==> config.mk <==
export PLATFORM = sky130hd
export DESIGN_NAME = stable_counter
export DESIGN_NICKNAME = d
export VERILOG_FILES = /design/src/stable_counter.sv
export SDC_FILE = /design/constraint.sdc
export NUM_CORES = 1
export LEC_CHECK = 0
export BUFFER_PORTS_ARGS = -buffer_cell sky130_fd_sc_hd__buf_2
export CAP_MARGIN = 20
export CORE_MARGIN = 8
export CORE_UTILIZATION = 40
export CTS_BUF_LIST = sky130_fd_sc_hd__clkbuf_16
export DETAILED_ROUTE_END_ITERATION = 10
export HOLD_SLACK_MARGIN = 0.1
export SLEW_MARGIN = 20
export SYNTH_ARGS = -nofsm -noshare
export SYNTH_HDL_FRONTEND = slang
export SYNTH_SLANG_ARGS = --single-unit
==> constraint.sdc <==
create_clock -name clk -period 2.1 [get_ports clk]
set_input_delay 0.42 -clock clk [delete_from_list [all_inputs] [get_ports clk]]
set_output_delay 0.42 -clock clk [all_outputs]
set_load 0.005 [all_outputs]
==> src/stable_counter.sv <==
`timescale 1ns/10ps
`default_nettype none

module stable_counter (
    input  logic        clk,
    input  logic        arst_n,
    output logic [63:0] cnt
);

    always_ff @(posedge clk or negedge arst_n) begin
        if (!arst_n) begin
            cnt <= 64'd0;
        end else begin
            cnt <= cnt + 64'd1;  // Wraps after 2^64 cycles
        end
    end

endmodule

`default_nettype wire

==> impl_metrics.py <==
metrics = {
    "min_path": {
        "hold_class": "input port to asynchronous set/reset pin",
    },
    "run_status": {
        "outcome": "completed",
    },
    "placed_design": {
        "dpl.cell_count": 447,
        "dpl.hpwl_microns": 4970,
        "place_area_sq_um": 3530,
        "routabilityCongestion": 0.768,
        "portBuffers": 65,
    },
    "grt": {
        "grt_pass1_vias": 2317,
        "grt_antenna_before_repair": 0,
        "grt_max_degree": 65,
        "grt_first_pass_wirelength_microns": 11500,
        "gr-total-overflow": 0,
        "grt_usage": 0.139,
    },
    "cells_and_area": {
        "fill_cells": 673,
        "largestRegisters": "cnt: 64 flops",
        "nets": 365,
        "layout-drive-gt1-share": 0.313,
        "layout_commonest_cell": "buf_2",
        "syn_to_final_growth_pct": 28.9,
        "post_layout_nonfiller_instances": 466,
        "final_cell_mix": "buf_2, dfrtp_1, xor2_1, nand2_1, xnor2_1",
        "n_antenna_cell": 0,
        "stdcell_area_sq_um": 3860,
        "postLayoutCoreUtil": 0.533,
        "largest_register_ffs": 64,
        "top_register": "cnt",
    },
    "logic_synthesis": {
        "syn_inst": 273,
        "yosys_warnings": 0,
        "synthAdderAreaFrac": 0.00418,
        "syn_nets": 276,
        "synth_area_leaders": "dfrtp_1, xor2_1, xnor2_1",
        "syn_avg_cell_area_sq_um": 11.0,
        "ys.flop_type": "dfrtp_1",
        "synth_edf_count": 0,
        "synth.area.mux_share": 0,
        "synth_cell_types": 26,
        "synth_top_family_by_area": "simple AND/OR/NAND/NOR gates",
        "ys_seq_area_frac": 0.535,
        "ys_async_sr_fraction": 1.00,
        "synthSimpleGateAreaFrac": 0.261,
        "ys_seq_elements": 64,
        "yosysTopAreaCell": "dfrtp_1",
        "synth_compound_area_frac": 0,
        "synthXorXnorAreaFrac": 0.181,
        "netlist_area_sq_um": 3000,
        "yosysTopAreaCellShare": 0.535,
    },
    "critical_path": {
        "path_max_fanout": 15,
        "ff2ff_path_depth": 6,
        "cp.required_ns": 2.35,
        "reg2reg_slack_ns": 0.13,
        "start_kind": "register",
        "r2r-start": "cnt[16]$_DFF_PN0_",
        "arrival_ns": 2.22,
        "crit_type": "register to register",
        "setup.worst_path.end_class": "register",
        "rr_endpoint": "cnt[48]$_DFF_PN0_",
    },
    "routing": {
        "postRouteAntennaNets": 0,
        "wl_met1_microns": 3090,
        "via_per_inst": 4.92,
        "wirelength_microns": 6960,
        "drt_first_pass_iters": 4,
        "route.met3.wl_microns": 527,
        "via_count": 2294,
        "route.met2.wl_microns": 3220,
        "drc": 0,
        "drtIter0Drc": 69,
        "highest_layer": "met4",
        "wire_per_inst_microns": 14.9,
    },
    "floorplanning": {
        "num_rows": 31,
        "dieWidth_microns": 103,
        "start_util": 0.413,
        "die_area_sq_um": 10500,
        "die_h_microns": 103,
        "ios": 66,
        "core-area_sq_um": 7250,
    },
    "clock_tree": {
        "cts_root_buffer": "clkbuf_16",
        "cts_buffers": 9,
        "cts.sinks": 64,
        "clk_path_buf_depth": 2,
        "clk_latency_ns": 0.33,
        "cts_max_level": 3,
        "cts.clk_slew.worst_paths_ns": 0.06,
        "cts_tree": "done",
        "cts_hold_buf": 0,
    },
    "sta": {
        "setup_viol": 0,
        "slew_headroom": 0.683,
        "final-hold-violation-count": 0,
        "fin_crit_sh": 0.938,
        "worst_slew_pin_slew_ns": 0.471,
        "slew_viol_final": 0,
        "fmax_ghz": 0.508,
        "fin_crit_ns": 1.97,
        "hold_ws_ns": 0.0891,
        "skew_ns": 0.00592,
    },
    "power_and_ir_drop": {
        "leakage_nw": 1.98,
        "powerDensity_nw_per_um2": 708,
        "vdd_drop_max_mv": 0.477,
    },
    "run": {
        "cap_violations": 0,
    },
}
==> metal layers <==
layer / up-vias / global-route usage
li1: 1115 / -
met1: 1118 / 0.172
met2: 53 / 0.219
met3: 8 / 0.0439
met4: 0 / 0.0609
met5: - / 0
==> worst max path at each step <==
stage	startpoint	endpoint	slack, ns
after floorplan	cnt[9]$_DFF_PN0_	cnt[37]$_DFF_PN0_	0.30
after global placement	cnt[16]$_DFF_PN0_	cnt[28]$_DFF_PN0_	0.15
after detailed placement	cnt[10]$_DFF_PN0_	cnt[48]$_DFF_PN0_	0.11
after CTS	cnt[10]$_DFF_PN0_	cnt[48]$_DFF_PN0_	0.08
after global routing	cnt[16]$_DFF_PN0_	cnt[48]$_DFF_PN0_	-0.01
final	cnt[16]$_DFF_PN0_	cnt[48]$_DFF_PN0_	0.13
==> critical path, stage by stage, from the launching register on <==
cell,delay [ns]
dfrtp_1,0.43
nand4_1,0.19
nor4_4,0.31
buf_4,0.19
nand3_4,0.22
nor4_1,0.37
xor2_1,0.17
==> final cells by class <==
type / instances / area [sq um] / share of cell area
clock buffers: 9 / 225 / 0.0583
clock inverters: 7 / 70.1 / 0.0181
inverters: 8 / 30.0 / 0.00777
multi-input cells: 197 / 1350 / 0.349
flip-flops and latches: 64 / 1600 / 0.415
well taps: 99 / 124 / 0.0321
repair buffers: 82 / 465 / 0.121
==> through the flow <==
| step | worst slack (ns) | power [mW] | setup TNS, ns |
|---|---|---|---|
| 5_1_grt | -0.0126 | 2.81 | -0.0141 |
| 2_1_floorplan | 0.302 | 1.26 | 0 |
| 6_report | 0.131 | 2.73 | 0 |
| 3_3_place_gp | 0.153 | 1.29 | 0 |
| 3_5_place_dp | 0.105 | 1.29 | 0 |
| 4_1_cts | 0.0839 | 2.77 | 0 |
==> cell usage after synthesis, types with 2 or more instances <==
master	count
nor4_2	4
inv_1	8
and3_1	3
nand4_1	18
nor4_1	2
and4_1	4
xor2_1	34
dfrtp_1	64
xnor2_1	28
nand2_1	32
nor3_2	9
nor2_1	22
nor3_1	12
nand3_1	21
==> kinds of logic after synthesis <==
logic type                 after synthesis
xor gates and xnor gates                62
adders and majority gates                1
buffers and inverters                   12
DFF                                     64
and+or+nand+nor                        134
==> power by group <==
part | internal [mW] | leakage (nW) | switching, mW
combinational | 0.00460 | 0.961 | 0.0238
clock | 0.918 | 0.138 | 0.555
sequential | 1.23 | 0.880 | 0
total | 2.16 | 1.98 | 0.579
==> timing repair <==
action	CTS	global route
setup buffers	0	3
endpoints found under the setup margin	0	9
gates resized for setup	0	2
Note: power is estimated with default switching activity, not from simulation.
