==> src/mem_bus_pkg.sv <==
`default_nettype none

package mem_bus_pkg;

    localparam int WB_ADDR_W  = 32;
    localparam int RAM_WORDS  = 256;
    localparam int RAM_ADDR_W = $clog2(RAM_WORDS);  // Word index width

    typedef struct packed {
        logic                 cyc;
        logic                 stb;
        logic                 we;
        logic [3:0]           sel;
        logic [WB_ADDR_W-1:0] adr;
        logic [31:0]          dat;
    } wb_req_t;

    typedef struct packed {
        logic        ack;
        logic [31:0] dat;
    } wb_rsp_t;

    typedef struct packed {
        logic                 req;
        logic                 we;
        logic [3:0]           sel;
        logic [WB_ADDR_W-1:0] adr;
        logic [31:0]          dat;
    } bus_cmd_t;

endpackage

`default_nettype wire

==> src/wb_bus_fsm.sv <==
`timescale 1ns/10ps
`default_nettype none

module wb_bus_fsm (
    input  logic                  clk,
    input  logic                  arst_n,
    input  mem_bus_pkg::bus_cmd_t cmd,
    input  mem_bus_pkg::wb_rsp_t  wb_rsp,
    output mem_bus_pkg::wb_req_t  wb_req,
    output logic                  done,
    output logic [31:0]           rdata,
    output logic                  stall
);

    typedef enum logic [1:0] {IDLE, CYCLE, DONE} state_t;

    state_t      state;
    state_t      state_nxt;
    logic [31:0] rdata_q;

    always_ff @(posedge clk or negedge arst_n) begin
        if (!arst_n) begin
            state <= IDLE;
        end else begin
            state <= state_nxt;
        end
    end

    // DONE is the cycle with cyc and stb dropped after ack
    always_comb begin
        state_nxt = state;
        case (state)
            IDLE, DONE: state_nxt = cmd.req ? CYCLE : IDLE;
            CYCLE:      state_nxt = wb_rsp.ack ? DONE : CYCLE;
            default:    state_nxt = IDLE;
        endcase
    end

    assign wb_req.cyc = (state == CYCLE);
    assign wb_req.stb = (state == CYCLE);
    assign wb_req.we  = cmd.we;  // Command is held by the input register
    assign wb_req.sel = cmd.sel;
    assign wb_req.adr = cmd.adr;
    assign wb_req.dat = cmd.dat;

    assign done  = (state == CYCLE) & wb_rsp.ack;
    assign stall = cmd.req & ~done;

    always_ff @(posedge clk) begin
        if (done) begin
            rdata_q <= wb_rsp.dat;
        end
    end

    assign rdata = done ? wb_rsp.dat : rdata_q;

endmodule

`default_nettype wire

==> config.mk <==
export PLATFORM = sky130hd
export DESIGN_NAME = wb_bus_fsm
export DESIGN_NICKNAME = d
export VERILOG_FILES = /design/src/mem_bus_pkg.sv /design/src/wb_bus_fsm.sv
export SDC_FILE = /design/constraint.sdc
export NUM_CORES = 1
export LEC_CHECK = 0
export ABC_AREA = 1
export BUFFER_PORTS_ARGS = -buffer_cell sky130_fd_sc_hd__buf_2
export CORE_MARGIN = 5
export CORE_UTILIZATION = 34
export CTS_CLUSTER_SIZE = 25
export DETAILED_ROUTE_END_ITERATION = 7
export GPL_TIMING_DRIVEN = 0
export PLACE_DENSITY = 0.93
export SLEW_MARGIN = 20
export SYNTH_ARGS = -nofsm -noshare
export SYNTH_HDL_FRONTEND = slang
export SYNTH_SLANG_ARGS = --single-unit
==> constraint.sdc <==
create_clock -name clk -period 1 [get_ports clk]
set_clock_uncertainty 0.05 [all_clocks]
set_input_delay 0.05 -clock clk [delete_from_list [all_inputs] [get_ports clk]]
set_output_delay 0.05 -clock clk [all_outputs]
set_load 0.05 [all_outputs]
==> impl_metrics.py, run 1 <==
metrics = {
    "run_status": {
        "outcome": "finished, violations left",
        "violations": "setup timing",
    },
    "clock_network": {
        "clkSinkCount": 34,
        "path_clk_slew_ns": 0.06,
        "worstSkewPairLatency_ns": 0.27,
        "cts-root-buf": "clkbuf_8",
        "clock_path_buffers": 2,
        "numCtsBuffers": 5,
        "tritoncts": "yes",
        "htree_levels": 2,
    },
    "pwr": {
        "p_sw_frac": 0.483,
        "p_sw_mw": 4.12,
        "comb_power_share": 0.623,
        "power_mw": 8.54,
        "power.leakage_nw": 1.78,
        "p_int_mw": 4.42,
        "powerDensity_mw_per_mm2": 2550,
        "p_seq_frac": 0.235,
        "worst_ir_drop_vdd_mv": 1.60,
        "p_clk_frac": 0.142,
    },
    "floorplan": {
        "die_h_um": 83.0,
        "start_util": 0.352,
        "dieWidth_um": 83.0,
        "io_pins": 210,
        "die-area_mm2": 0.00688,
        "core-area_mm2": 0.00514,
        "num_rows": 26,
    },
    "cells_and_area": {
        "area_delta_synth_final_pct": 85.1,
        "fin_cells": 449,
        "drive_above_1_share": 0.757,
        "antennaDiodeCount": 0,
        "nFillCells": 435,
        "final-seq-area_um2": 691,
        "stdcell_area_mm2": 0.00335,
        "multi_input_area_um2": 795,
        "final_nets": 483,
    },
    "timing": {
        "finalSetupViolCount": 68,
        "maxSlewViolCount": 0,
        "whs_ns": 0.0327,
        "relSlewSlack": 0.827,
        "hold_violations": 0,
        "tns_ns": -20.41,
        "period_share": 1.53,
        "max_freq_mhz": 654,
        "worst_pin_slew_ns": 0.261,
        "min_period_ns": 1.53,
        "timing.final.ws_setup_ns": -0.529,
        "rsz0062_at_grt": "yes",
    },
    "global_route": {
        "grt_overflow": 0,
        "grt_pass1_wl_mm": 9.98,
        "grt_util_all_layers": 0.175,
        "grt_max_degree": 11,
        "grt_pass1_vias": 2102,
        "antenna_found_initial": 0,
    },
    "routing": {
        "drc_errors": 0,
        "routed_via_density": 4.43,
        "drt-initial-drc-count": 65,
        "drt-total-wl_mm": 6.54,
        "vias": 1990,
        "ant_nets": 0,
        "routedWlPerCell_um": 14.6,
        "dr.pass1.iters": 4,
    },
    "critical_path": {
        "rr_worst_depth": 5,
        "critPathMaxFanout": 10,
        "crit_type": "reg2out",
        "arrival_ns": 1.43,
        "end_kind": "output port",
        "crit_required_ns": 0.90,
        "cp-start-kind": "register",
    },
    "place": {
        "gp_congestion": 0.761,
        "placed_cell_area_mm2": 0.00289,
        "numPortBuffers": 139,
        "hpwl_mm": 5.13,
        "dp_cells": 434,
    },
    "logic_synthesis": {
        "synthCells": 225,
        "yosysWarnings": 0,
        "syn_area_per_cell_um2": 8.05,
        "synth_seq_cells": 34,
        "syn_area_mm2": 0.00181,
        "synth-seq-area-share": 0.381,
        "syn_nets": 330,
        "ys_types": 11,
    },
    "hold_path": {
        "hp-class": "in2async",
    },
    "job": {
        "max_cap_violations": 0,
    },
}
==> through the flow <==
step | util | worst slack (ns)
detailed placement | 0.563 | -0.430
floorplan | - | -0.213
finish | 0.652 | -0.529
CTS | 0.622 | -0.566
global route | 0.652 | -0.599
global placement | 0.563 | -0.382
==> critical path, cell delays in order, from the launching register on <==
cell and delay [ns]:
dfrtp_1 0.37, buf_6 0.14, nand3_4 0.13, buf_8 0.17
nand2_1 0.11, nand2_4 0.08, buf_6 0.15
==> layer usage <==
layer,track usage,vias up,wire length (um)
li1,-,960,-
met1,0.152,900,2030
met2,0.359,121,3770
met3,0.0683,9,650
met4,0.0520,0,95
met5,0,-,0
==> registers in the layout (all words and copies together) (netlist names) <==
register	flops
state	2
rdata_q	32
==> power by group through the flow <==
stage | sequential [mW] | clock [mW] | combinational, mW
CTS | 1.98 | 1.26 | 4.98
global route | 2.05 | 1.33 | 5.54
global placement | 1.99 | 0 | 4.41
finish | 2.01 | 1.21 | 5.32
detailed placement | 2.01 | 0 | 4.49
floorplan | 1.98 | 0 | 3.69
==> timing repair <==
| action | 4_1_cts | 5_1_grt |
|---|---|---|
| hold buffers | 2 | 0 |
| pin swaps | 2 | 2 |
| endpoints found under the hold margin | 3 | 0 |
| buffers inserted | 2 | 3 |
| endpoints found under the setup margin | 69 | 69 |
| resized for setup | 59 | 37 |
==> cell usage after synthesis <==
cell type,instances,area (um^2)
nor2_1,1,3.75
buf_4,74,556
nand3_4,1,17.5
inv_2,1,3.75
dfxtp_1,32,641
nand4_1,32,200
nand2_1,68,255
dfrtp_1,2,50.1
buf_2,7,35.0
inv_1,4,15.0
buf_6,3,33.8
==> worst paths after layout <==
check | from | endpoint | slack, ns
worst max-delay path | state[0] | rdata[16] | -0.53
worst min-delay path | arst_n | state[1] | 0.03
worst max register to register | state[1] | rdata_q[16] | -0.16
worst min register to register | rdata_q[0] | rdata_q[0] | 0.42
max in group asynchronous | arst_n | state[0] | 0.77
min in group clk | wb_rsp[9] | rdata_q[9] | 0.04
==> area by class of cell <==
| type | instances | area share |
|---|---|---|
| tap | 70 | 0.0261 |
| sequential | 34 | 0.206 |
| buffer | 84 | 0.196 |
| timing repair buffer | 146 | 0.295 |
| inverter | 5 | 0.00747 |
| multi-input combinational | 102 | 0.237 |
| clock inverter | 1 | 0.00896 |
| clock buffer | 7 | 0.0228 |
==> placed cells by master, fill, tap and decap left out <==
master / instances
inv_4: 1
nand3_4: 1
inv_2: 1
clkinvlp_4: 1
dfxtp_1: 32
buf_4: 82
clkbuf_8: 5
clkbuf_1: 2
nand2_2: 10
nor2_4: 1
dlygate4sd3_1: 2
dfrtp_1: 2
buf_2: 105
nand2_1: 20
bufinv_16: 1
nand4_1: 32
buf_6: 36
buf_12: 1
nand2_4: 38
inv_1: 2
buf_8: 4
==> cell families after synthesis <==
logic type,share of synthesized area
buffers and inverters,0.355
AND/OR/NAND/NOR,0.263
flip-flops,0.381
Note: power is estimated with default switching activity, not from simulation.
==> run 2: changes to the inputs <==
- ABC_AREA: 1 -> 0
- CORE_UTILIZATION: 34 -> 33
- MAX_ROUTING_LAYER: default -> met4
- PLACE_DENSITY: 0.93 -> 0.92
==> run 2 against run 1 <==
Effect of this change:
- the run ends with hold timing, setup timing left
- via count is 26% lower
- wire length is 24% lower
- global-route usage is 3.9 points lower
- first-iteration DRC count is 54% lower
- cell area is 14% lower
- clock power is 11% lower
- synthesized cell count is 36% lower
- synthesized area is 2.4% lower
- critical path depth is 2 lower
- flip-flop and latch count stayed put
- hold slack worse by 0.083 ns
- critical endpoint is now rdata[28]
- largest power group unchanged
==> impl_metrics.py, run 2 <==
metrics = {
    "cells_and_area": {
        "stdcell_area_mm2": 0.00289,
        "final_cell_mix": "104 x buf_2, 94 x buf_4, 32 x dfxtp_1",
        "largest_reg_flops": 32,
        "drive_above_1_share": 0.873,
        "reg_top3": "rdata_q x32, state x2",
        "fin_util": 0.562,
        "antennaDiodeCount": 0,
        "fin_cells": 370,
        "final_nets": 404,
        "regMostFlops": "rdata_q",
        "area_delta_synth_final_pct": 63.5,
        "final_common_cell": "buf_2",
    },
    "clock_network": {
        "holdBufCountCts": 3,
        "numCtsBuffers": 5,
        "clock_path_buffers": 2,
        "path_clk_slew_ns": 0.08,
        "cts-root-buf": "clkbuf_8",
        "htree_levels": 2,
        "worstSkewPairLatency_ns": 0.28,
        "clkSinkCount": 34,
        "tritoncts": "yes",
    },
    "run_status": {
        "outcome": "finished, violations left",
        "violations": "hold timing, setup timing",
    },
    "critical_path": {
        "r2r_end": "rdata_q[26]",
        "cp-endpoint": "rdata[28]",
        "crit_path_start": "state[1]",
        "cp-start-kind": "register",
        "r2r_slack_ns": -0.25,
        "crit_path_cell_trace": "nand3b_4 > buf_6 > mux2_4 > buf_4",
        "rr_worst_depth": 3,
        "path_delay_family": "flip-flops",
        "arrival_ns": 1.56,
        "end_kind": "output port",
        "critPathMaxFanout": 10,
        "crit_cells": 4,
        "slowest_delay_ns": 0.39,
        "crit_required_ns": 0.90,
        "crit_buf_inv": 2,
        "crit_type": "reg2out",
        "timing.rr.start": "state[1]",
        "slowest_stage": "dfrtp_1",
    },
    "timing": {
        "relSlewSlack": 0.829,
        "whs_ns": -0.0503,
        "hold_violations": 31,
        "worst_pin_slew_ns": 0.259,
        "min_period_ns": 1.66,
        "timing.final.ws_setup_ns": -0.664,
        "rsz0062_at_grt": "yes",
        "finalSetupViolCount": 70,
        "period_share": 1.66,
        "max_freq_mhz": 601,
        "maxSlewViolCount": 0,
    },
    "global_route": {
        "grt_pass1_vias": 1525,
        "grt_pass1_wl_mm": 7.50,
        "grt_util_all_layers": 0.136,
        "antenna_found_initial": 0,
        "grt_max_degree": 12,
        "grt_overflow": 0,
    },
    "routing": {
        "routed_via_density": 4.00,
        "drc_errors": 0,
        "routedWlPerCell_um": 13.5,
        "drt-total-wl_mm": 4.99,
        "drt-initial-drc-count": 30,
        "vias": 1480,
        "dr.pass1.iters": 4,
        "ant_nets": 0,
    },
    "floorplan": {
        "io_pins": 210,
        "die-area_mm2": 0.00692,
        "dieWidth_um": 83.2,
        "die_h_um": 83.2,
        "core-area_mm2": 0.00514,
        "num_rows": 26,
        "start_util": 0.344,
    },
    "logic_synthesis": {
        "synth_edf_count": 0,
        "synth-seq-area-share": 0.391,
        "yosysWarnings": 0,
        "ys.flop_type": "dfxtp_1",
        "synth_top_family_by_area": "buffers and inverters",
        "ys_types": 11,
        "synthXorXnorAreaFrac": 0,
        "synth_seq_cells": 34,
        "synthCells": 145,
        "yosysTopAreaCell": "dfxtp_1",
        "synth-compound-area-share": 0,
        "ys_top_cells_by_count": "70 x buf_4, 32 x dfxtp_1, 28 x mux2_4, 5 x mux2_2, 3 x buf_6",
        "synthMuxAreaShare": 0.270,
        "synth_most_common_cell": "buf_4",
        "synth-simple-area-share": 0.0205,
        "ys_async_sr_fraction": 0.0588,
        "synth_top_area_frac": 0.363,
        "syn_nets": 250,
        "synth_fa_ha_area_frac": 0,
        "syn_area_mm2": 0.00177,
        "yosys-top-cells-area": "dfxtp_1 36%, buf_4 30%, mux2_4 24%",
        "syn_area_per_cell_um2": 12.2,
    },
    "pwr": {
        "worst_ir_drop_vdd_mv": 1.16,
        "powerDensity_mw_per_mm2": 2440,
        "power_mw": 7.06,
        "power.leakage_nw": 1.64,
    },
    "place": {
        "dp_cells": 355,
        "placed_cell_area_mm2": 0.00256,
        "hpwl_mm": 4.05,
        "numPortBuffers": 140,
        "gp_congestion": 0.715,
    },
    "hold_path": {
        "hp-class": "in2reg",
    },
    "job": {
        "max_cap_violations": 0,
    },
}
-- run 2: cell families (layout without fill, tap and decap cells) --
| kind of cell | Yosys count | in the layout |
|---|---|---|
| multiplexers | 33 | 33 |
| AND/OR/NAND/NOR | 4 | 4 |
| flip-flops | 34 | 34 |
| buffers and inverters | 74 | 229 |
-- run 2: worst min path at each step --
stage	slack (ns)	depth (start not counted)	from	to
after detailed placement	-0.21	1	arst_n	state[1]
final	-0.05	2	wb_rsp[11]	rdata_q[11]
after floorplan	-0.30	0	arst_n	state[0]
after global placement	-0.21	1	arst_n	state[1]
after global routing	-0.07	2	wb_rsp[3]	rdata_q[3]
after CTS	-0.06	2	wb_rsp[9]	rdata_q[9]
-- run 2: timing repair --
action	in CTS	in global routing
pin swaps	1	0
resized for setup	55	2
endpoints found under the hold margin	35	32
buffers inserted	3	1
gates cloned	0	0
setup endpoints to repair	69	69
-- run 2: power breakdown --
part           leakage [nW]  switching, mW  internal [mW]
Clock                0.0472          0.527          0.554
Sequential            0.295          0.111           1.76
Combinational          1.30           2.57           1.54
-- run 2: stage by stage --
stage | setup TNS [ns] | setup slack, ns
after floorplan | -18.46 | -0.344
after detailed placement | -22.85 | -0.453
final | -29.55 | -0.664
after global routing | -33.38 | -0.736
after global placement | -22.33 | -0.444
after CTS | -31.48 | -0.701
-- run 2: area by class of cell --
cell class                      count  area [um^2]
Tap cell                           70         87.6
Sequential cell                    34          691
Fill cell                         442         2250
Timing Repair Buffer              147          918
Clock inverter                      2         12.5
Clock buffer                        6         82.6
Inverter                            1         7.51
Multi-Input combinational cell     37          522
Buffer                             73          568
-- run 2: routing by layer --
layer	up-vias	wire length (um)	GRT usage	part of all wire
li1	708	-	-	-
met1	645	1630	0.126	0.33
met2	121	2630	0.247	0.53
met3	6	678	0.0673	0.14
met4	0	47	0.0357	0.0094
met5	-	0	-	0
