[src/pipeline_pkg.sv]
`default_nettype none

package pipeline_pkg;

    typedef enum logic [4:0] {
        NOP, LD_B, LD_BU, LD_H, LD_HU, LD_W, ST_B, ST_H, ST_W, LL_W, SC_W,
        CSRRD, CSRWR, CSRXCHG, RDCNTID, RDCNTVL, RDCNTVH
    } mem_op_t;

    typedef enum logic [6:0] {
        NONE = 7'h00,
        ALE  = 7'h09  // LoongArch Ecode for misaligned address
    } exc_cause_t;

    localparam logic [13:0] CSR_CRMD  = 14'h000;
    localparam logic [13:0] CSR_ERA   = 14'h006;
    localparam logic [13:0] CSR_SAVE0 = 14'h030;
    localparam logic [13:0] CSR_TID   = 14'h040;

    localparam logic [31:0] TID_RESET = 32'h0000_0a11;  // Core ID seen by RDCNTID

    typedef struct packed {
        mem_op_t     op;
        logic [31:0] pc;
        logic [31:0] mem_addr;
        logic [31:0] store_data;
        logic        reg_write_en;
        logic [4:0]  reg_write_addr;
        logic [31:0] reg_write_data;
        logic [13:0] csr_addr;
        logic        csr_write_en;
        logic [31:0] csr_write_data;
        logic [31:0] csr_mask;
    } ex_mem_t;

    typedef struct packed {
        logic        write_en;
        logic [4:0]  write_addr;
        logic [31:0] write_data;
    } reg_write_t;

    typedef struct packed {
        logic        csr_write_en;
        logic [13:0] csr_write_addr;
        logic [31:0] csr_write_data;
        logic        llbit_write_en;
        logic        llbit_write_data;
    } csr_write_t;

    typedef struct packed {
        logic [31:0] pc;
        reg_write_t  reg_write;
        csr_write_t  csr_write;
        logic        is_exception;
        exc_cause_t  exc_cause;
    } mem_wb_t;

endpackage

`default_nettype wire

[src/csr_file.sv]
`timescale 1ns/10ps
`default_nettype none

module csr_file (
    input  logic                     clk,
    input  logic                     arst_n,
    input  pipeline_pkg::csr_write_t wr,
    input  logic [13:0]              rd_addr,
    output logic [31:0]              rd_data,
    output logic                     llbit
);

    logic [31:0] crmd;
    logic [31:0] era;
    logic [31:0] save0;
    logic [31:0] tid;

    always_ff @(posedge clk or negedge arst_n) begin
        if (!arst_n) begin
            crmd  <= 32'd0;
            era   <= 32'd0;
            save0 <= 32'd0;
            tid   <= pipeline_pkg::TID_RESET;
            llbit <= 1'b0;
        end else begin
            if (wr.csr_write_en) begin
                case (wr.csr_write_addr)
                    pipeline_pkg::CSR_CRMD:  crmd  <= wr.csr_write_data;
                    pipeline_pkg::CSR_ERA:   era   <= wr.csr_write_data;
                    pipeline_pkg::CSR_SAVE0: save0 <= wr.csr_write_data;
                    pipeline_pkg::CSR_TID:   tid   <= wr.csr_write_data;
                    default: ;  // Unimplemented CSR, write dropped
                endcase
            end
            if (wr.llbit_write_en) begin
                llbit <= wr.llbit_write_data;
            end
        end
    end

    always_comb begin
        case (rd_addr)
            pipeline_pkg::CSR_CRMD:  rd_data = crmd;
            pipeline_pkg::CSR_ERA:   rd_data = era;
            pipeline_pkg::CSR_SAVE0: rd_data = save0;
            pipeline_pkg::CSR_TID:   rd_data = tid;
            default:                 rd_data = 32'd0;
        endcase
    end

endmodule

`default_nettype wire

[config.mk]
export PLATFORM = sky130hd
export DESIGN_NAME = csr_file
export DESIGN_NICKNAME = d
export VERILOG_FILES = /design/src/pipeline_pkg.sv /design/src/csr_file.sv
export SDC_FILE = /design/constraint.sdc
export NUM_CORES = 1
export LEC_CHECK = 0
export ABC_CLOCK_PERIOD_IN_PS = 3300
export BUFFER_PORTS_ARGS = -buffer_cell sky130_fd_sc_hd__buf_2
export CAP_MARGIN = 20
export CORE_ASPECT_RATIO = 0.9
export CORE_MARGIN = 2
export CORE_UTILIZATION = 43
export DETAILED_ROUTE_END_ITERATION = 6
export PLACE_DENSITY = 0.66
export SYNTH_ARGS = -nofsm -noshare
export SYNTH_HDL_FRONTEND = slang
export SYNTH_SLANG_ARGS = --single-unit
[constraint.sdc]
create_clock -name clk -period 3.3 [get_ports clk]
set_clock_uncertainty 0.15 [all_clocks]
set_input_delay 0 -clock clk [delete_from_list [all_inputs] [get_ports clk]]
set_output_delay 0 -clock clk [all_outputs]
set_load 0.005 [all_outputs]
==> load_flow_metrics.sql, run 1 <==
INSERT INTO impl_metrics (metric_group, metric, value, unit) VALUES
('grt', 'maximum_number_of_pins_on_one_net_before_global_route_repair', '69', ''),
('sta', 'timing_max_transition_violations_final', '0', ''),
('route', 'detailedRoute.firstPassIterationCount', '4', ''),
('final_layout', 'antennaDiodeCount', '0', ''),
('placed_design', 'gpl.final_weighted_congestion', '0.713', ''),
('clock_tree', 'postCtsHoldBufs', '35', ''),
('power_and_ir_drop', 'power_switching_share', '20.3', '%'),
('clock_tree', 'postCtsSetupBuffers', '0', ''),
('setup_path', 'biggest_cell_delay_along_the_critical_path', '0.57', 'ns'),
('floorplan', 'io_pins', '98', ''),
('setup_path', 'critical_path.max_fanout', '13', ''),
('floorplan', 'start_util', '44.2', '%'),
('sta', 'fmax', '500', 'MHz'),
('placed_design', 'numPortBuffers', '97', ''),
('synthesis', 'yosys.area.top_type_share', '52.7', '%'),
('power_and_ir_drop', 'total_switching_power', '0.729', 'mW'),
('synthesis', 'synth_top_flop_cell', 'sky130_fd_sc_hd__dfrtp_1', ''),
('route', 'route.detailed.drc', '0', ''),
('floorplan', 'core_area', '0.0134', 'mm2'),
('setup_path', 'worst-endpoint-required', '3.15', 'ns'),
('grt', 'grt_pass1_vias', '4150', ''),
('setup_path', 'rr_endpoint', 'llbit', ''),
('synthesis', 'syn_avg_cell_area', '14.7', 'um2'),
('power_and_ir_drop', 'ir_drop', '0.358', 'mV'),
('synthesis', 'synth-edff-count', '0', ''),
('setup_path', 'cp.buffers_inverters', '3', ''),
('sta', 'totalNegativeSetupSlack', '0', 'ns'),
('setup_path', 'critPathTopFamily', 'simple AND/OR/NAND/NOR gates', ''),
('synthesis', 'syn-cell-area', '0.00593', 'mm2'),
('clock_tree', 'tritoncts', 'yes', ''),
('floorplan', 'die_x', '128', 'um'),
('floorplan', 'area_of_the_die', '0.0148', 'mm2'),
('clock_tree', 'post_cts.resized_instances', '0', ''),
('setup_path', 'cp-start-kind', 'input pin', ''),
('synthesis', 'ys_seq_area_share', '54.5', '%'),
('power_and_ir_drop', 'seq_power_share', '44.3', '%'),
('sta', 'rsz_0062_raised_after_global_routing', 'false', ''),
('synthesis', 'synth.area.top_cells', 'sky130_fd_sc_hd__dfrtp_1, sky130_fd_sc_hd__mux2_2, sky130_fd_sc_hd__mux2_1, sky130_fd_sc_hd__mux2i_1, sky130_fd_sc_hd__o2bb2ai_1', ''),
('setup_path', 'critical_path.endpoint_type', 'output port', ''),
('setup_path', 'crit_chain', 'buf_2, or4_4, nor3_4, buf_4, a22o_2, buf_2', ''),
('setup_path', 'worstReg2RegStart', 'llbit', ''),
('synthesis', 'largest_area_contributor_in_the_synthesized_netlist', 'sky130_fd_sc_hd__dfrtp_1', ''),
('floorplan', 'core.rowCount', '40', ''),
('sta', 'tightest_pin_transition', '0.876', 'ns'),
('flow_run', 'maxCapViolations', '0', ''),
('setup_path', 'cpMostUsedCell', 'sky130_fd_sc_hd__buf_2', ''),
('setup_path', 'reg2reg_slack', '1.86', 'ns'),
('hold_path', 'hold_end', 'save0[14]', ''),
('route', 'detailedRoute.firstIterationViolations', '204', ''),
('setup_path', 'arrival', '1.85', 'ns'),
('clock_tree', 'worst_setup_hold_path_clk_slew', '0.06', 'ns'),
('sta', 'max-slew-margin-rel', '41.6', '%'),
('final_layout', 'area_growth_syn_to_layout', '26.6', '%'),
('synthesis', 'syn-num-nets', '469', ''),
('route', 'routedWlPerCell', '18.7', 'um'),
('synthesis', 'synth_top_cells_by_count', 'sky130_fd_sc_hd__dfrtp_1, sky130_fd_sc_hd__mux2_2, sky130_fd_sc_hd__mux2_1', ''),
('final_layout', 'fin_util', '56.0', '%'),
('power_and_ir_drop', 'p_clk_share', '50.8', '%'),
('status', 'run_status', 'completed', ''),
('grt', 'global_route_wire_length_before_repair', '21700', 'um'),
('grt', 'globalRouteTotalUtil', '19.2', '%'),
('placed_design', 'placed_wire_length_estimate', '8070', 'um'),
('power_and_ir_drop', 'powerDensity', '477', 'mW/mm2'),
('final_layout', 'final_nets', '601', ''),
('synthesis', 'synth_cell_types', '25', ''),
('clock_tree', 'clockBufferDepth', '2', ''),
('route', 'via_per_instance_ratio', '5.50', ''),
('power_and_ir_drop', 'static-leakage-power', '3.89', 'nW'),
('sta', 'timing.final.crit_share', '60.6', '%'),
('sta', 'hold_viol_final', '0', ''),
('clock_tree', 'clock-sinks', '129', '');
stage by stage:
| step | std cells | area (um2) | hold WS (ns) | total power, mW |
|---|---|---|---|---|
| 3_3_place_gp | 650 | 6580 | 0.00328 | 1.75 |
| 3_5_place_dp | 650 | 6580 | 0.0217 | 1.76 |
| 4_1_cts | 717 | 7510 | 0.0588 | 3.62 |
| 5_1_grt | 717 | 7510 | 0.0862 | 3.71 |
| 2_1_floorplan | 404 | 5930 | -0.446 | 1.66 |
| 6_report | 717 | 7510 | 0.0613 | 3.58 |
final cells by class:
| cell class | instances | area, um2 |
|---|---|---|
| Clock buffer | 27 | 503 |
| Clock inverter | 5 | 77.6 |
| Fill cell | 1131 | 5900 |
| Multi-Input combinational cell | 245 | 2550 |
| Sequential cell | 129 | 3230 |
| Tap cell | 168 | 210 |
| Timing Repair Buffer | 143 | 933 |
worst max path at each step:
stage / to / slack (ns) / cells after the start
finish: rd_data[21] / 1.30 / 6
detailed placement: rd_data[0] / 1.31 / 6
global placement: rd_data[4] / 1.33 / 6
global route: rd_data[2] / 1.21 / 6
CTS: rd_data[2] / 1.30 / 6
floorplan: rd_data[31] / 1.86 / 4
worst reg2reg max path, cell delays in order, from the launching register on:
cell and delay, ns:
sky130_fd_sc_hd__dfrtp_1 0.37, sky130_fd_sc_hd__mux2_2 0.25, sky130_fd_sc_hd__dlygate4sd3_1 0.55
cells in the final DEF, fill, tap and decap left out, drive strengths merged:
cell / count
or2: 1
dfstp: 4
nor3b: 1
nor3: 1
nand4: 4
and3b: 2
dfrtp: 125
or4: 3
mux2: 129
nand3b: 1
a22o: 32
dlygate4sd3: 35
o2bb2ai: 32
nor4: 4
buf: 108
bufinv: 2
clkbuf: 27
clkinv: 2
or3: 1
clkinvlp: 1
mux2i: 32
nor4bb: 2
metal layers:
metal | track usage [%] | vias up | wire length, um
li1 | - | 1808 | -
met1 | 24.1 | 2053 | 6000
met2 | 33.5 | 68 | 6870
met3 | 4.48 | 17 | 358
met4 | 5.49 | 0 | 170
met5 | 0 | - | 0
state kept, by name, summed over array words and instances, names as in the netlist:
name / cells
crmd: 32
era: 32
llbit: 1
save0: 32
tid: 32
power groups by stage:
stage | clock (mW) | combinational (mW) | sequential (mW)
global placement | 0 | 0.138 | 1.62
detailed placement | 0 | 0.144 | 1.62
finish | 1.82 | 0.174 | 1.59
global route | 1.93 | 0.191 | 1.59
CTS | 1.86 | 0.177 | 1.59
floorplan | 0 | 0.0393 | 1.62
cells by family after synthesis:
logic type	synth area share, %
AO/OA/AOI/OAI	10.0
buffers and inverters	2.59
flip-flops	54.5
multiplexers	29.9
AND/OR/NAND/NOR	3.02
Power figures use the tool's default switching activity.
==> inputs of run 2 (changes only) <==
- ABC_CLOCK_PERIOD_IN_PS: 3300 -> 1800
- PLACE_DENSITY: 0.66 -> 0.68
- clock period: 3.3 -> 1.8 ns (I/O delays scaled with it)
==> load_flow_metrics.sql, run 2 (same netlist as run 1, synthesis figures left out) <==
INSERT INTO impl_metrics (metric_group, metric, value, unit) VALUES
('sta', 'timing.final.crit_share', '94.5', '%'),
('floorplan', 'die_h', '115', 'um'),
('clock_tree', 'worst_setup_hold_path_clk_slew', '0.06', 'ns'),
('route', 'route.detailed.drc', '0', ''),
('sta', 'min_period', '1.70', 'ns'),
('route', 'drt.antenna.violating_nets', '0', ''),
('placed_design', 'numPortBuffers', '97', ''),
('setup_path', 'critical_path.endpoint_type', 'output port', ''),
('placed_design', 'gpl.final_weighted_congestion', '0.686', ''),
('route', 'routedWlPerCell', '18.8', 'um'),
('sta', 'report.final.setup_viol', '0', ''),
('placed_design', 'placed_wire_length_estimate', '8230', 'um'),
('clock_tree', 'clock-sinks', '129', ''),
('route', 'detailedRoute.firstIterationViolations', '235', ''),
('clock_tree', 'tritoncts', 'yes', ''),
('grt', 'grt_pass1_vias', '4254', ''),
('sta', 'hold_viol_final', '0', ''),
('grt', 'grt_antenna_before_repair', '0', ''),
('placed_design', 'dpl.cell_count', '654', ''),
('grt', 'global_route_wire_length_before_repair', '21800', 'um'),
('sta', 'max-slew-margin-rel', '46.5', '%'),
('clock_tree', 'postCtsSetupBuffers', '0', ''),
('grt', 'global_route.overflow_total', '0', ''),
('floorplan', 'area_of_the_die', '0.0148', 'mm2'),
('final_layout', 'final_nets', '606', ''),
('route', 'via_per_instance_ratio', '5.52', ''),
('final_layout', 'antennaDiodeCount', '0', ''),
('setup_path', 'critPathKind', 'in -> out', ''),
('sta', 'timing_max_transition_violations_final', '0', ''),
('sta', 'totalNegativeSetupSlack', '0', 'ns'),
('power_and_ir_drop', 'powerDensity', '852', 'mW/mm2'),
('flow_run', 'maxCapViolations', '0', ''),
('final_layout', 'area_growth_syn_to_layout', '28.6', '%'),
('route', 'detailedRoute.firstPassIterationCount', '4', ''),
('final_layout', 'final_cell_count_no_fill', '722', ''),
('final_layout', 'commonest_non_fill_non_tap_cells_in_the_layout', 'sky130_fd_sc_hd__dfrtp_1, sky130_fd_sc_hd__buf_2, sky130_fd_sc_hd__mux2_2', ''),
('route', 'via_count', '3984', ''),
('clock_tree', 'clockBufferDepth', '2', ''),
('route', 'drt-total-wl', '13600', 'um'),
('setup_path', 'cp-start-kind', 'input pin', ''),
('clock_tree', 'clock_insertion_delay_worst_skew', '0.40', 'ns'),
('setup_path', 'worst-endpoint-required', '1.65', 'ns'),
('grt', 'globalRouteTotalUtil', '19.7', '%'),
('sta', 'rsz_0062_raised_after_global_routing', 'false', ''),
('clock_tree', 'htreeDepth', '4', ''),
('sta', 'fmax', '588', 'MHz'),
('power_and_ir_drop', 'ir_drop', '0.757', 'mV'),
('grt', 'maximum_number_of_pins_on_one_net_before_global_route_repair', '40', ''),
('clock_tree', 'clock_root_buffer', 'sky130_fd_sc_hd__clkbuf_16', ''),
('status', 'run_status', 'completed', ''),
('setup_path', 'arrival', '1.55', 'ns'),
('hold_path', 'min_path_type', 'in -> reg', ''),
('final_layout', 'area_of_the_multi_input_gates', '0.00255', 'mm2'),
('final_layout', 'layout.area.seq', '0.00323', 'mm2'),
('power_and_ir_drop', 'static-leakage-power', '3.95', 'nW'),
('floorplan', 'core.rowCount', '40', ''),
('floorplan', 'io_pins', '98', ''),
('setup_path', 'critical_path.max_fanout', '32', ''),
('final_layout', 'layout.filler_cells', '1071', ''),
('clock_tree', 'post_cts.resized_instances', '0', ''),
('final_layout', 'layout-drive-gt1-share', '48.4', '%'),
('clock_tree', 'cts_buffers', '17', ''),
('floorplan', 'start_util', '44.2', '%'),
('sta', 'tightest_pin_transition', '0.802', 'ns'),
('floorplan', 'core_area', '0.0134', 'mm2'),
('floorplan', 'die_x', '128', 'um'),
('clock_tree', 'postCtsHoldBufs', '36', ''),
('final_layout', 'layout.cells.most_common', 'sky130_fd_sc_hd__dfrtp_1', '');
==> run 2: changes by cell type in the layout (fill, tap and decap cells not counted), sizes merged <==
cell / delta
clkinvlp: -1
clkinv: +2
dlygate4sd3: +1
buf: +4
clkbuf: -1
==> run 2: power by group <==
group          leakage (nW)  total [mW]  switching (mW)  internal (mW)
Clock                 0.276        3.25            1.15           2.10
Sequential             1.79        2.91         0.00266           2.91
Combinational          1.89       0.337           0.183          0.154
==> run 2: final cells by class <==
type / count / share of cell area [%]
repair buffers: 148 / 14.1
well taps: 168 / 2.76
multi-input cells: 245 / 33.4
flip-flops and latches: 129 / 42.4
clock inverters: 6 / 1.05
clock buffers: 26 / 6.28
==> run 2: worst paths after layout <==
check / start / to / slack, ns / cells after the start
max in group asynchronous: arst_n / tid[0] / 0.33 / 4
max reg2reg: llbit / llbit / 0.36 / 2
min in group asynchronous: arst_n / era[11] / 0.49 / 3
max: rd_addr[0] / rd_data[26] / 0.1 / 6
min: wr[38] / era[3] / 0.18 / 5
min reg2reg: crmd[6] / crmd[6] / 0.34 / 1
==> run 2: worst max-delay path, cell delays in order <==
cell                     delay, ns
sky130_fd_sc_hd__buf_2        0.10
sky130_fd_sc_hd__or4_4        0.57
sky130_fd_sc_hd__nor4_4       0.34
sky130_fd_sc_hd__buf_12       0.25
sky130_fd_sc_hd__a22o_2       0.19
sky130_fd_sc_hd__buf_2        0.11
==> run 2: layer usage <==
metal	vias to the layer above	GRT usage (%)	wire, um
li1	1817	-	-
met1	2065	23.8	5870
met2	88	34.8	7080
met3	14	5.08	454
met4	0	6.52	152
met5	-	0	0
==> run 2: stage by stage <==
stage / power, mW / instance area [um2] / setup WS [ns] / utilization, % / hold slack [ns]
CTS: 6.57 / 7630 / 0.0853 / 56.9 / 0.164
detailed placement: 3.24 / 6710 / 0.0850 / 50.0 / -0.151
global route: 6.75 / 7630 / 0.0524 / 56.9 / 0.197
finish: 6.50 / 7630 / 0.0996 / 56.9 / 0.179
floorplan: 3.03 / 5930 / 0.360 / - / -0.446
global placement: 3.23 / 6710 / 0.101 / 50.0 / -0.159
